`config.mk`:
```
export PLATFORM = sky130hd
export DESIGN_NAME = fetch_control
export DESIGN_NICKNAME = d
export VERILOG_FILES = /design/src/logic/fetch_pkg.sv /design/src/logic/fetch_control.sv /design/src/logic/refill_timer.sv
export SDC_FILE = /design/constraint.sdc
export NUM_CORES = 1
export LEC_CHECK = 0
export BUFFER_PORTS_ARGS = -buffer_cell sky130_fd_sc_hd__buf_2
export CAP_MARGIN = 20
export CORE_AREA = 2 2 39 41
export CTS_BUF_LIST = sky130_fd_sc_hd__clkbuf_16
export DETAILED_ROUTE_END_ITERATION = 10
export DIE_AREA = 0 0 41 43
export GPL_TIMING_DRIVEN = 1
export PLACE_DENSITY = 0.3
export SYNTH_ARGS = -nofsm -noshare
export SYNTH_HDL_FRONTEND = slang
export SYNTH_SLANG_ARGS = --single-unit
export TNS_END_PERCENT = 5
```
`constraint.sdc`:
```
create_clock -name clock -period 2.9 [get_ports clock]
set_input_delay 0.29 -clock clock [delete_from_list [all_inputs] [get_ports clock]]
set_output_delay 0.29 -clock clock [all_outputs]
set_load 0.05 [all_outputs]
```
`src/logic/fetch_pkg.sv`:
```
`default_nettype none

package fetch_pkg;

    // Byte address and instruction word
    typedef logic [31:0] addr_t;
    typedef logic [31:0] inst_t;

    // addi x0, x0, 0
    localparam inst_t NOP_INST = 32'h0000_0013;

    // One decode lane
    typedef struct packed {
        logic  valid;
        addr_t pc;
        addr_t npc;
        inst_t inst;
    } if_id_packet_t;

    // Execute verdict on one branch
    typedef struct packed {
        addr_t pc;
        addr_t target;
        logic  taken;
        logic  mispredict;
    } branch_resolve_t;

    // Fetch controller states
    typedef enum logic {
        RUN    = 1'b0,
        REFILL = 1'b1
    } fetch_state_t;

endpackage

`default_nettype wire

```
`src/logic/fetch_control.sv`:
```
`timescale 1ns/1ns
`default_nettype none

module fetch_control #(
    parameter int unsigned REFILL_CYCLES = 3
) (
    input  logic clock,
    input  logic reset,
    input  logic stall_i,
    input  logic resolve_valid_i,
    input  logic resolve_mispredict_i,
    output logic flush_o,
    output logic fetch_enable_o
);
    import fetch_pkg::*;

    fetch_state_t state;
    fetch_state_t state_next;
    logic         timer_done;

    // Mispredict strobe flushes in its own cycle
    assign flush_o = resolve_valid_i && resolve_mispredict_i;

    // ----------------------------------------
    // Run / refill FSM
    // ----------------------------------------
    always_comb begin
        state_next = state;
        case (state)
            RUN: begin
                if (flush_o) state_next = REFILL;
            end
            REFILL: begin
                // A new flush keeps us here and restarts the wait
                if (!flush_o && timer_done) state_next = RUN;
            end
            default: state_next = RUN;
        endcase
    end

    always_ff @(posedge clock) begin
        if (reset) begin
            state <= RUN;
        end else begin
            state <= state_next;
        end
    end

    // Lanes stay dark while reset is held
    assign fetch_enable_o = !reset && (state == RUN) && !stall_i && !flush_o;

    refill_timer #(
        .CYCLES (REFILL_CYCLES)
    ) u_refill_timer (
        .clock   (clock),
        .reset   (reset),
        .start_i (flush_o),
        .done_o  (timer_done)
    );

endmodule

`default_nettype wire

```
`src/logic/refill_timer.sv`:
```
`timescale 1ns/1ns
`default_nettype none

module refill_timer #(
    parameter int unsigned CYCLES = 3
) (
    input  logic clock,
    input  logic reset,
    input  logic start_i,
    output logic done_o
);
    localparam int unsigned CNT_W = $clog2(CYCLES + 1);

    typedef logic [CNT_W-1:0] count_t;

    count_t count;

    // Restart wins over the running count
    always_ff @(posedge clock) begin
        if (reset) begin
            count <= '0;
        end else if (start_i) begin
            count <= count_t'(CYCLES);
        end else if (count != '0) begin
            count <= count - 1'b1;
        end
    end

    // High in the last refill cycle
    assign done_o = (count == count_t'(1));

endmodule

`default_nettype wire

```
-- Word-level counts from Yosys, hierarchy flattened
Index checks and enable logic that the tools add are counted.
- bits in registers: 3
- input port bits: 5
- logic and storage cells: 20
- add/subtract/negate cells: 1
- equality and inequality tests: 1
- multiplexer cells: 5
- bitwise gates (word level): 1
- reductions and logical operators: 10
- operators with widths (cell ; number):
    logical AND 1 bit ; 5
    2-to-1 mux 2 bit ; 2
    nonzero test 2 bit ; 2
    logical NOT 1 bit ; 3
    equality test 2 x 1 -> 1 bit, second input constant ; 1
    2-to-1 mux 1 bit ; 2
    case mux 1 bit (2 select lines) ; 1
    subtractor 2 x 1 -> 2 bit, second input constant ; 1
    NOT 1 bit ; 1

-- Longest topological paths before layout
- depth after elaboration: 5
- mapped depth: 4
- gate-level depth less buffers: 4

-- By module
From an unflattened synthesis, not the netlist that was laid out.
- cells, all modules: 17
- area total of the unflattened synthesis: 160.2 sq um
- modules (own cells, without submodules) (module ; times used ; cells an instance ; area an instance (sq um) ; sequential area each (sq um)):
    refill_timer ; 1 ; 11 ; 108.9 ; 40.0
    fetch_control ; 1 ; 6 ; 51.3 ; 20.0

-- Least setup slack after synthesis
OpenSTA, ideal clock, no wires.
- path type: input port to output port
- start point: input resolve_valid_i
- end point: output fetch_enable_o
- arrival: 2.146 ns
- data required time: 2.610 ns
- setup slack: 0.464 ns
- cell stages on the path: 3
- buffers on the path: 0
- cell sequence: nand2_1 > inv_1 > nor4_1
- longest elaborated chain between the ends: 3
- ends and longest elaborated chain (element ; line ; source):
    start, declared ; fetch_control.sv:10 ; input logic resolve_valid_i,
    logical AND 1 bit ; fetch_control.sv:22 ; assign flush_o = resolve_valid_i && resolve_mispredict_i;
    via flush_o ; fetch_control.sv:12 ; output logic flush_o,
    logical NOT 1 bit ; fetch_control.sv:50 ; assign fetch_enable_o = !reset && (state == RUN) && !stall_i && !flush_o;
    logical AND 1 bit ; fetch_control.sv:50 ;
    end, declared ; fetch_control.sv:13 ; output logic fetch_enable_o
The timed path passes the listed nets, and every way through them passes these cells.

-- Worst setup path after layout
- start point: register state
- end point: output fetch_enable_o
- longest elaborated chain between the ends: 4
- ends and longest elaborated chain (element ; line ; source):
    start, declared ; fetch_control.sv:17 ; fetch_state_t state;
    start signal, assigned ; fetch_control.sv:45 ; state <= state_next;
    NOT 1 bit ; - ;
    logical AND 1 bit (3 in series) ; fetch_control.sv:50 ;
Every way passes these cells.

==> results by group <==
Run status
  • Status: finished clean

Yosys
  • Synth unique cells: 10
  • Share of the synthesized area in the top cell type: around 39%
  • Post-synthesis net count: 23
  • Area leader, netlist: dfxtp_1
  • Yosys reg bits: 3
  • Mapped Avg Cell Area: 9.70 um2
  • Synthesized cell area: 155 um2
  • Seq/Total Area, Yosys: about two fifths
  • Synthesized instance count: 16
  • Ys Warns: 0
  • Synth top area cells: dfxtp_1 (39%), ha_1 (16%), mux2_4 (9.7%)

Job
  • Max-Cap Viols: 0

Clock network
  • CTS Buffer Depth: 2
  • H-tree levels: 1
  • Hold_buf cts: 0
  • TritonCTS clock tree: built
  • Root buffer cell: clkbuf_16
  • Clk Latency, worst-skew pair: 0.22 ns
  • Clock Pin Slew Worst Setup and Hold Paths: 0.03 ns
  • CTS sink cnt: 3
  • Post-CTS setup buffer count: 0
  • CTS resizes: 0
  • CTS buffer count: 3

Timing
  • Final slew viol count: 0
  • Final setup fails: 0
  • Worst Hold Slack: between 0.2 and 0.3 ns
  • Slew headroom: a little over four fifths
  • Final hold vios: 0
  • Tmin final: about 1.4 ns
  • Skew final: ~0.00099 ns
  • RSZ-0062 raised after global routing: no
  • Tcrit/Tclk final: a little under half
  • Fmax: between 700 and 800 MHz
  • Pin slew with the least headroom to its limit: between 0.2 and 0.25 ns
  • Setup_tns: 0 ns

Layout
  • Final instance area: ~280 um2
  • Commonest non-fill, non-tap cell in the layout: buf_2
  • Area Growth Syn to Fin: 83.1%
  • N_diodes: 0
  • Finished Layout Cells: 42
  • Most frequent cells in the layout: buf_2 (6), inv_1 (4), clkbuf_16 (3), dfxtp_1 (3)
  • Layout cells sized above 1: 42.3%
  • FILL cells: 150
  • Nets: 34

Drt
  • DR top layer: met3
  • Routed vias: 146
  • Metal-1 WL: around 130 um
  • Wire per inst: around 8.3 um
  • Drc violations: 0
  • Met2 WL: between 150 and 200 um
  • Routed vias/inst: about 3.5
  • WL final: 347 um
  • DR iter-0 viols: 2
  • Drt first pass iters: 2
  • Met3 WL: between 40 and 50 um
  • Post-DRT Antenna Nets: 0

Worst setup path
  • Reg2Reg Setup Slack: about 1.8 ns
  • Crit path launch: state$_SDFF_PP0_
  • Crit end category: output pin
  • WP data required: 2.61 ns
  • WP data arrival: between 1 and 1.5 ns
  • CP cell instances: nor4_1 -> buf_2
  • Reg2reg start: u_refill_timer.count[0]$_SDFFE_PP0P_
  • Setup crit start kind: flop
  • Critical path fanouts, max: 2
  • CP max stage delay: 0.31 ns
  • Setup CP Type: reg2out
  • CP max-delay cell: buf_2

GRT
  • Global-route wire length before repair: 510 um
  • GRT Overall Usage: 4.91%
  • Largest net degree at the start of global routing: 5
  • Grt total ovfl: 0
  • Antenna violations before repair: 0
  • Vias in the first global route: 162

Die
  • CORE AREA: roughly 0.0014 mm2
  • Num ports: 7
  • Die Wd: between 40 and 50 um
  • Site Rows: 14
  • Die area: roughly 0.0018 mm2
  • Starting density of the core: between 10% and 20%
  • Die Ht: roughly 43 um

Worst hold path
  • Worst hold path startpoint: reset
  • Hold Path Class: in2reg

Placement
  • Placement Cell Area: 205 um2
  • Placed Cells: 38
  • GP Congestion: roughly 0.45
  • I/O Buffers: 6

Power and ir drop
  • Worst vdd rail ir drop: 0.000142 V
  • Pwr dens: around 1200 mW/mm2
  • Leak: ~0.14 nW
-- per-layer routing --
layer,vias to the layer above,global-route usage (%)
met5,-,0
met4,0,6.00
met3,0,3.14
met2,9,8.13
met1,64,2.56
li1,73,-
-- worst max-delay path, delay by kind of cell (launching register included) --
kind / cells / cell delay, ns
flip-flops: 1 / 0.30
buffers and inverters: 1 / 0.31
AND/OR/NAND/NOR: 1 / 0.25
-- path summary, 6_finish.rpt --
path / cells past startpoint / endpoint
max: 2 / fetch_enable_o
min: 2 / u_refill_timer.count[1]$_SDFFE_PP0P_
max reg2reg: 4 / u_refill_timer.count[1]$_SDFFE_PP0P_
min reg2reg: 2 / state$_SDFF_PP0_
-- registers in the layout, indices dropped and copies added (netlist names) --
signal	flops
u_refill_timer.count	2
state	1
-- per-stage QoR --
stage                     util (%)  worst slack (ns)  power (mW)
after floorplan                  -             0.464       0.119
after global placement        14.8              1.58       0.129
after detailed placement      14.8              1.56       0.135
after CTS                     20.5              1.53       0.353
after global routing          20.5              1.45       0.365
final                         20.5              1.53       0.346
-- cells in the mapped netlist --
master	n
dfxtp_1	3
inv_1	3
a21oi_1	2
ha_1	2
a21oi_2	1
mux2_4	1
nand2_1	1
nand2b_1	1
nor4_1	1
xor2_1	1
-- area by class of cell --
class / instances / area, um2 / area share (%)
Clock buffer: 3 / 75.1 / 26.4
Tap cell: 16 / 20.0 / 7.05
Clock inverter: 1 / 3.75 / 1.32
Timing Repair Buffer: 6 / 30.0 / 10.6
Sequential cell: 3 / 60.1 / 21.1
Inverter: 3 / 11.3 / 3.96
Multi-Input combinational cell: 10 / 83.8 / 29.5
-- where the power goes --
group          switching, mW  internal (mW)  leakage [nW]
clock                 0.0369          0.178        0.0423
sequential           0.00649         0.0527        0.0250
combinational         0.0338         0.0385        0.0772
total                 0.0772          0.269         0.145
-- logic make-up (layout without fill, tap and decap cells) --
| kind of cell | after synthesis | in the layout | synth area share [%] |
|---|---|---|---|
| AO/OA/AOI/OAI | 3 | 3 | 12.1 |
| flip-flops | 3 | 3 | 38.7 |
| AND/OR/NAND/NOR | 3 | 3 | 10.5 |
| buffers and inverters | 3 | 13 | 7.26 |
| adder cells (fa/ha/maj) | 2 | 2 | 16.1 |
| XOR/XNOR | 1 | 1 | 5.65 |
| multiplexers | 1 | 1 | 9.67 |
No activity file was read; power rests on OpenSTA's default activity.
