==> config.mk <==
export PLATFORM = sky130hd
export DESIGN_NAME = fetch_stage
export DESIGN_NICKNAME = d
export VERILOG_FILES = /design/src/logic/fetch_pkg.sv /design/src/logic/mem_pkg.sv /design/src/logic/fetch_stage.sv
export SDC_FILE = /design/constraint.sdc
export NUM_CORES = 1
export LEC_CHECK = 0
export ABC_CLOCK_PERIOD_IN_PS = 8650
export BUFFER_PORTS_ARGS = -buffer_cell sky130_fd_sc_hd__buf_2
export CORE_AREA = 2 2 188 190
export DETAILED_ROUTE_END_ITERATION = 12
export DIE_AREA = 0 0 190 192
export PLACE_DENSITY_LB_ADDON = 0.12
export SLEW_MARGIN = 20
export SYNTH_ARGS = -nofsm -noshare
export SYNTH_HDL_FRONTEND = slang
export SYNTH_SLANG_ARGS = --single-unit
export TNS_END_PERCENT = 10
==> constraint.sdc <==
create_clock -name clock -period 8.65 [get_ports clock]
set_input_delay 1.73 -clock clock [delete_from_list [all_inputs] [get_ports clock]]
set_output_delay 1.73 -clock clock [all_outputs]
set_load 0.02 [all_outputs]
==> src/logic/fetch_pkg.sv <==
`default_nettype none

package fetch_pkg;

    // Byte address and instruction word
    typedef logic [31:0] addr_t;
    typedef logic [31:0] inst_t;

    // addi x0, x0, 0
    localparam inst_t NOP_INST = 32'h0000_0013;

    // One decode lane
    typedef struct packed {
        logic  valid;
        addr_t pc;
        addr_t npc;
        inst_t inst;
    } if_id_packet_t;

    // Execute verdict on one branch
    typedef struct packed {
        addr_t pc;
        addr_t target;
        logic  taken;
        logic  mispredict;
    } branch_resolve_t;

    // Fetch controller states
    typedef enum logic {
        RUN    = 1'b0,
        REFILL = 1'b1
    } fetch_state_t;

endpackage

`default_nettype wire

==> src/logic/mem_pkg.sv <==
`default_nettype none

package mem_pkg;

    // Byte offset bits of a word and of a block
    localparam int unsigned WORD_OFFSET  = 2;
    localparam int unsigned BLOCK_OFFSET = 3;
    localparam int unsigned BLOCK_WORDS  = 2;

    typedef logic [31:0] mem_word_t;

    // Block aligned to 8 bytes
    typedef logic [31:0] mem_addr_t;

    // Word 0 sits at the lower address
    typedef struct packed {
        mem_word_t [BLOCK_WORDS-1:0] word;
    } mem_block_t;

endpackage

`default_nettype wire

==> src/logic/fetch_stage.sv <==
`timescale 1ns/1ns
`default_nettype none

module fetch_stage #(
    parameter int unsigned FETCH_WIDTH = 2
) (
    input  logic                                       clock,
    input  logic                                       reset,
    input  logic                                       fetch_enable_i,
    input  logic                                       flush_i,
    input  fetch_pkg::addr_t                           redirect_pc_i,
    input  logic                                       pred_valid_i,
    input  logic [$clog2(FETCH_WIDTH)-1:0]             pred_lane_i,
    input  fetch_pkg::addr_t                           pred_target_i,
    input  mem_pkg::mem_block_t [FETCH_WIDTH-1:0]      imem_window_i,
    output mem_pkg::mem_addr_t                         imem_addr_o,
    output fetch_pkg::addr_t [FETCH_WIDTH-1:0]         lane_pc_o,
    output fetch_pkg::if_id_packet_t [FETCH_WIDTH-1:0] packets_o
);
    import fetch_pkg::*;
    import mem_pkg::*;

    localparam int unsigned WIN_WORDS    = FETCH_WIDTH * BLOCK_WORDS;
    localparam addr_t       FETCH_STRIDE = addr_t'(4 * FETCH_WIDTH);

    addr_t                     pc_q;
    addr_t                     pc_d;
    mem_word_t [WIN_WORDS-1:0] window_words;
    logic [FETCH_WIDTH-1:0]    lane_valid;

    // ----------------------------------------
    // PC register
    // ----------------------------------------

    // Flush beats hold, hold beats prediction
    always_comb begin
        if (flush_i) begin
            pc_d = redirect_pc_i;
        end else if (!fetch_enable_i) begin
            pc_d = pc_q;
        end else if (pred_valid_i) begin
            pc_d = pred_target_i;
        end else begin
            pc_d = pc_q + FETCH_STRIDE;
        end
    end

    always_ff @(posedge clock) begin
        if (reset) begin
            pc_q <= '0;
        end else begin
            pc_q <= pc_d;
        end
    end

    // Window starts at the PC rounded down to a block
    assign imem_addr_o = mem_addr_t'({pc_q[31:BLOCK_OFFSET], {BLOCK_OFFSET{1'b0}}});

    // ----------------------------------------
    // Lane packing
    // ----------------------------------------

    // Flatten the block window into consecutive words
    for (genvar b = 0; b < FETCH_WIDTH; b++) begin : g_flat
        for (genvar w = 0; w < BLOCK_WORDS; w++) begin : g_word
            assign window_words[b * BLOCK_WORDS + w] = imem_window_i[b].word[w];
        end
    end

    for (genvar k = 0; k < FETCH_WIDTH; k++) begin : g_lane
        addr_t lane_pc;
        inst_t lane_inst;

        assign lane_pc = pc_q + addr_t'(4 * k);

        // Odd-word PC shifts every lane up by one word
        assign lane_inst = window_words[k + int'(pc_q[2])];

        // Lanes past the predicted branch are dropped
        assign lane_valid[k] = fetch_enable_i && !flush_i
                               && (!pred_valid_i || (int'(pred_lane_i) >= k));

        assign lane_pc_o[k]         = lane_pc;
        assign packets_o[k].valid   = lane_valid[k];
        assign packets_o[k].pc      = lane_pc;
        assign packets_o[k].npc     = lane_pc + addr_t'(4);
        assign packets_o[k].inst    = lane_valid[k] ? lane_inst : NOP_INST;
    end

endmodule

`default_nettype wire

# [Word level (Yosys, flattened, before mapping)]
# Index checks and enable logic that the tools add are counted.
[word_totals] reg_bits=32 inputBits=198
[classes] addsub=4 order_cmp=3 n_mux=10 n_reduce_logical=6
[op_table] op="32-bit two-way mux" count=9
[op_table] op="32-bit by 3-bit adder with 32-bit output (second input constant)" count=2
[op_table] op="32-bit binary-select mux with 2-bit select" count=1
[op_table] op="32-bit by 4-bit adder with 32-bit output (second input constant)" count=1
[op_table] op="1-bit by 3-bit less-than comparator with 1-bit output (second input constant)" count=1
[op_table] op="2-bit by 3-bit less-than comparator with 1-bit output (second input constant)" count=1
[op_table] op="1-bit by 1-bit adder with 2-bit output (first input constant)" count=1
[op_table] op="1-bit logical AND" count=2
[op_table] op="1-bit zero test" count=2
[op_table] op="2-bit nonzero test" count=1
[op_table] op="1-bit >= comparator (second input constant)" count=1
[op_table] op="1-bit logical OR" count=1

# [Depth between registers and ports, before layout]
[logic_depth] word_depth=5 ltp_mapped=10

# [Least setup slack after synthesis]
# No wires, ideal clock.
[synth_timing] path_kind="register -> output" from="register pc_q[4]" to="output packets_o[157] in the netlist's numbering" arrival_ns=3.246 required_ns=6.920 path_slack_ns=3.674 stages_incl_launch_ff=9 path_buffers=0 cell_sequence="dfxtp_1 ha_1 nand2_1 xnor2_1 nor4bb_1 nand3_1 nor3_4 nand4_1 xnor2_1"
[synth_rtl] element="from (decl)" line_no="fetch_stage.sv:26" source="addr_t pc_q;"
[synth_rtl] element="from (signal assigned)" line_no="fetch_stage.sv:52" source="pc_q <= pc_d;"
[synth_rtl] element="to (decl)" line_no="fetch_stage.sv:18" source="output fetch_pkg::if_id_packet_t [FETCH_WIDTH-1:0] packets_o"

==> qor.yml <==
global_routing:
  grt_overflow: 0
  grt_pass1_wl_um: 40800
  grt_use_total_pct: 14.9
  grt_max_degree: 60
  grt_pass1_vias: 6230
  antenna_found_initial: 2
timing:
  fmax_mhz: 169
  relSlewSlack_pct: 33.3
  tightest_slew_ns: 1.00
  rsz0062_at_grt: "no"
  period_share_pct: 68.5
  setup_violations: 0
  drv_slew: 0
  fin_crit_ns: 5.93
  fin_skew_ns: 0.00376
  timing.final.ws_setup_ns: 2.72
  tns_ns: 0
  hold_viol: 0
place:
  gp_congestion: 0.715
  placed_cells: 1522
  place_ws_ns: 2.92
  dp_hpwl_um: 23100
  io_buffers: 452
routing:
  ant_nets: 0
  vias_per_cell: 4.23
  drc: 0
  dr_total_vias: 6470
  wl_per_cell_um: 18.8
  dr.pass1.iters: 4
  drt_iter0_drc: 278
  routed_wl_um: 28800
setup_path:
  cp_max_fo: 38
  crit_slowest_cell: "nor4_1"
  cp.arrival_ns: 4.20
  worstPathCellList: "ha_1 > nand3_2 > nor4_1 > xnor2_1 > o2111ai_2 > nor4_4 > nand4_1 > xnor2_1 > buf_2"
  regToRegEndpoint: "pc_q[24]$_SDFFE_PP0P_"
  r2r_cells: 6
  timing.rr.start: "pc_q[9]$_SDFFE_PP0P_"
  cpMostUsedCell: "xnor2_1"
  critical_path_class: "flip-flop to primary output"
  cpPeakStageDelay_ns: 0.83
  critPathLaunch: "pc_q[2]$_SDFFE_PP0P_"
  r2r_setup_slack_ns: 5.61
  startpoint_type: "flip-flop"
  cp_num_buf_inv: 1
  crit_family: "simple AND/OR/NAND/NOR gates"
  end_kind: "primary output"
  worstPathRequired_ns: 6.92
  cp-endpoint: "packets_o[160]"
  worst-path-stages: 9
yosys:
  synth_edf_count: 0
  netlist_instances: 790
  yosysSeqAreaShare_pct: 11.5
  ys_warn_count: 0
  ys_seq_elements: 32
  syn_area_per_cell_um2: 7.03
  async_flop_share_pct: 0
  ys_types: 66
  synth_flop_cell: "dfxtp_1"
  synth.cell_area_um2: 5550
power_and_ir_drop:
  p_sw_share_pct: 47.2
  p_total_uw: 782
  power_frac_seq_pct: 25.7
  ir_drop_mv: 0.0594
  power_density_nw_per_um2: 106
  clkPwrFrac_pct: 24.6
  cell_internal_pwr_uw: 413
  pwr-share-comb_pct: 49.8
  p_sw_uw: 370
  p_leak_nw: 3.76
layout:
  area_delta_synth_final_pct: 32.8
  final_net_count: 1275
  regMostFlops: "pc_q"
  multi_input_area_um2: 3590
  largest_registers: "pc_q (32)"
  drive_gt1_share_pct: 45.9
  n_fill_cell: 4016
  seq_area_um2: 644
  n_antenna_cell: 0
  largest_register_ffs: 32
  final_cells: 1530
clock_tree:
  h-tree-depth: 2
  clk_pin_slew_ns: 0.06
  cts_tree: "done"
  ctsResizeCount: 0
  cts_setup_buffers: 0
  clockBufferDepth: 2
  cts_made_buffers: 5
  clk_latency_ns: 0.29
  clock-sinks: 32
  clk_root_buffer_cell: "clkbuf_16"
  hold_buffers: 0
floorplan:
  core_um2: 34300
  die_w_um: 190
  ios: 488
  fp.dieArea_um2: 36500
  start_util_pct: 16.2
  std_cell_rows: 68
  die_y_um: 192
worst_hold_path:
  hold_path_class: "flip-flop to flip-flop"
flow_run:
  cap_viol_max_count: 0
outcome:
  status: "finished clean"
power groups by stage:
| stage | clock network [mW] | logic, mW | registers [mW] |
|---|---|---|---|
| after floorplan | 0 | 0.296 | 0.190 |
| after global placement | 0 | 0.397 | 0.205 |
| after detailed placement | 0 | 0.396 | 0.205 |
| after CTS | 0.201 | 0.397 | 0.202 |
| after global routing | 0.204 | 0.423 | 0.205 |
| final | 0.192 | 0.389 | 0.201 |
Yosys cell counts, drive strengths merged (2+ instances only):
cell      n  area, µm²
nor2    103        387
a21oi    40        200
and3      5       31.3
mux2i    72        721
xnor2    40        358
nand4    24        199
a222oi    2       20.0
clkbuf   32        120
nor3     17        129
o31ai     4       30.0
xor2     20        190
and4      3       26.3
dfxtp    32        641
buf     153       1120
or2       2       12.5
o21ai    27        135
o21a      3       22.5
and2      3       18.8
or3       5       31.3
nand2    71        267
nor2b     6       37.5
or4       5       41.3
o31a      2       17.5
a211oi   10       80.1
a221oi    8       70.1
o41ai     2       17.5
nand2b    6       37.5
o211ai    2       15.0
nor4     10       98.8
a21o      7       52.6
ha        3       37.5
a31oi     3       18.8
inv      25       93.8
nand3    27        140
worst register-to-register path, delay by kind of cell (launching register included):
kind	cells	cell delay, ns
compound gates	2	0.39
simple gates	4	1.76
flops	1	0.80
stage by stage:
step / utilization, % / hold WS [ns] / cell area, µm²
floorplan: - / 0.631 / 5560
global placement: 21.1 / 0.658 / 7220
detailed placement: 21.1 / 0.659 / 7230
CTS: 21.5 / 0.668 / 7370
global route: 21.5 / 0.714 / 7370
finish: 21.5 / 0.672 / 7370
layout make-up:
class	count	area share (%)
multi-input cells	549	48.7
repair buffers	460	31.5
flip-flops and latches	32	8.74
well taps	455	7.72
clock buffers	8	1.99
inverters	26	1.32
placed cells by master (no fill, tap or decap), types with 4 or more instances in the layout:
cell type  netlist  final
nor4_1           7      6
xor2_1          18     18
clkbuf_16        0      5
mux2i_1         72     72
nand4_1         19     19
and3_1           5      5
or3_1            5      5
nor2b_1          6      6
o21ai_0         26     25
xnor2_1         39     39
nor2_1         103    103
a21oi_1         40     40
a221oi_1         8      8
nand2b_1         6      6
nand2_1         71     71
a21o_1           7      7
dfxtp_1         32     31
buf_4          139      8
nor3_1          12     12
inv_1           25     25
or4_1            4      4
a211oi_1         9      9
buf_2            4    452
o31ai_1          4      4
nand3_1         26     26
cells by family (layout without fill, tap and decap cells):
logic type | count (synthesis) | after routing | share of synthesized area (%)
muxes | 73 | 73 | 13.2
DFF | 32 | 32 | 11.5
xor gates and xnor gates | 60 | 60 | 9.87
buffers and inverters | 211 | 494 | 24.0
and+or+nand+nor | 292 | 292 | 27.1
adders and majority gates | 3 | 3 | 0.676
AOI/OAI and AO/OA | 118 | 118 | 13.5
other | 1 | 3 | 0.0676
per-layer routing:
metal	track usage, %	share of wire, %
met3	1.92	5.8
met4	2.86	1.3
met1	17.2	40
met5	0	0
met2	29.2	53
worst min-delay path by stage:
stage / from / slack, ns / end / depth (start not counted)
final: pc_q[30]$_SDFFE_PP0P_ / 0.67 / pc_q[30]$_SDFFE_PP0P_ / 2
after global routing: pc_q[30]$_SDFFE_PP0P_ / 0.71 / pc_q[30]$_SDFFE_PP0P_ / 2
after CTS: pc_q[30]$_SDFFE_PP0P_ / 0.67 / pc_q[30]$_SDFFE_PP0P_ / 2
after detailed placement: pc_q[30]$_SDFFE_PP0P_ / 0.66 / pc_q[30]$_SDFFE_PP0P_ / 2
after global placement: pc_q[30]$_SDFFE_PP0P_ / 0.66 / pc_q[30]$_SDFFE_PP0P_ / 2
after floorplan: pc_q[30]$_SDFFE_PP0P_ / 0.63 / pc_q[30]$_SDFFE_PP0P_ / 2
Note: power is estimated with default switching activity, not from simulation.
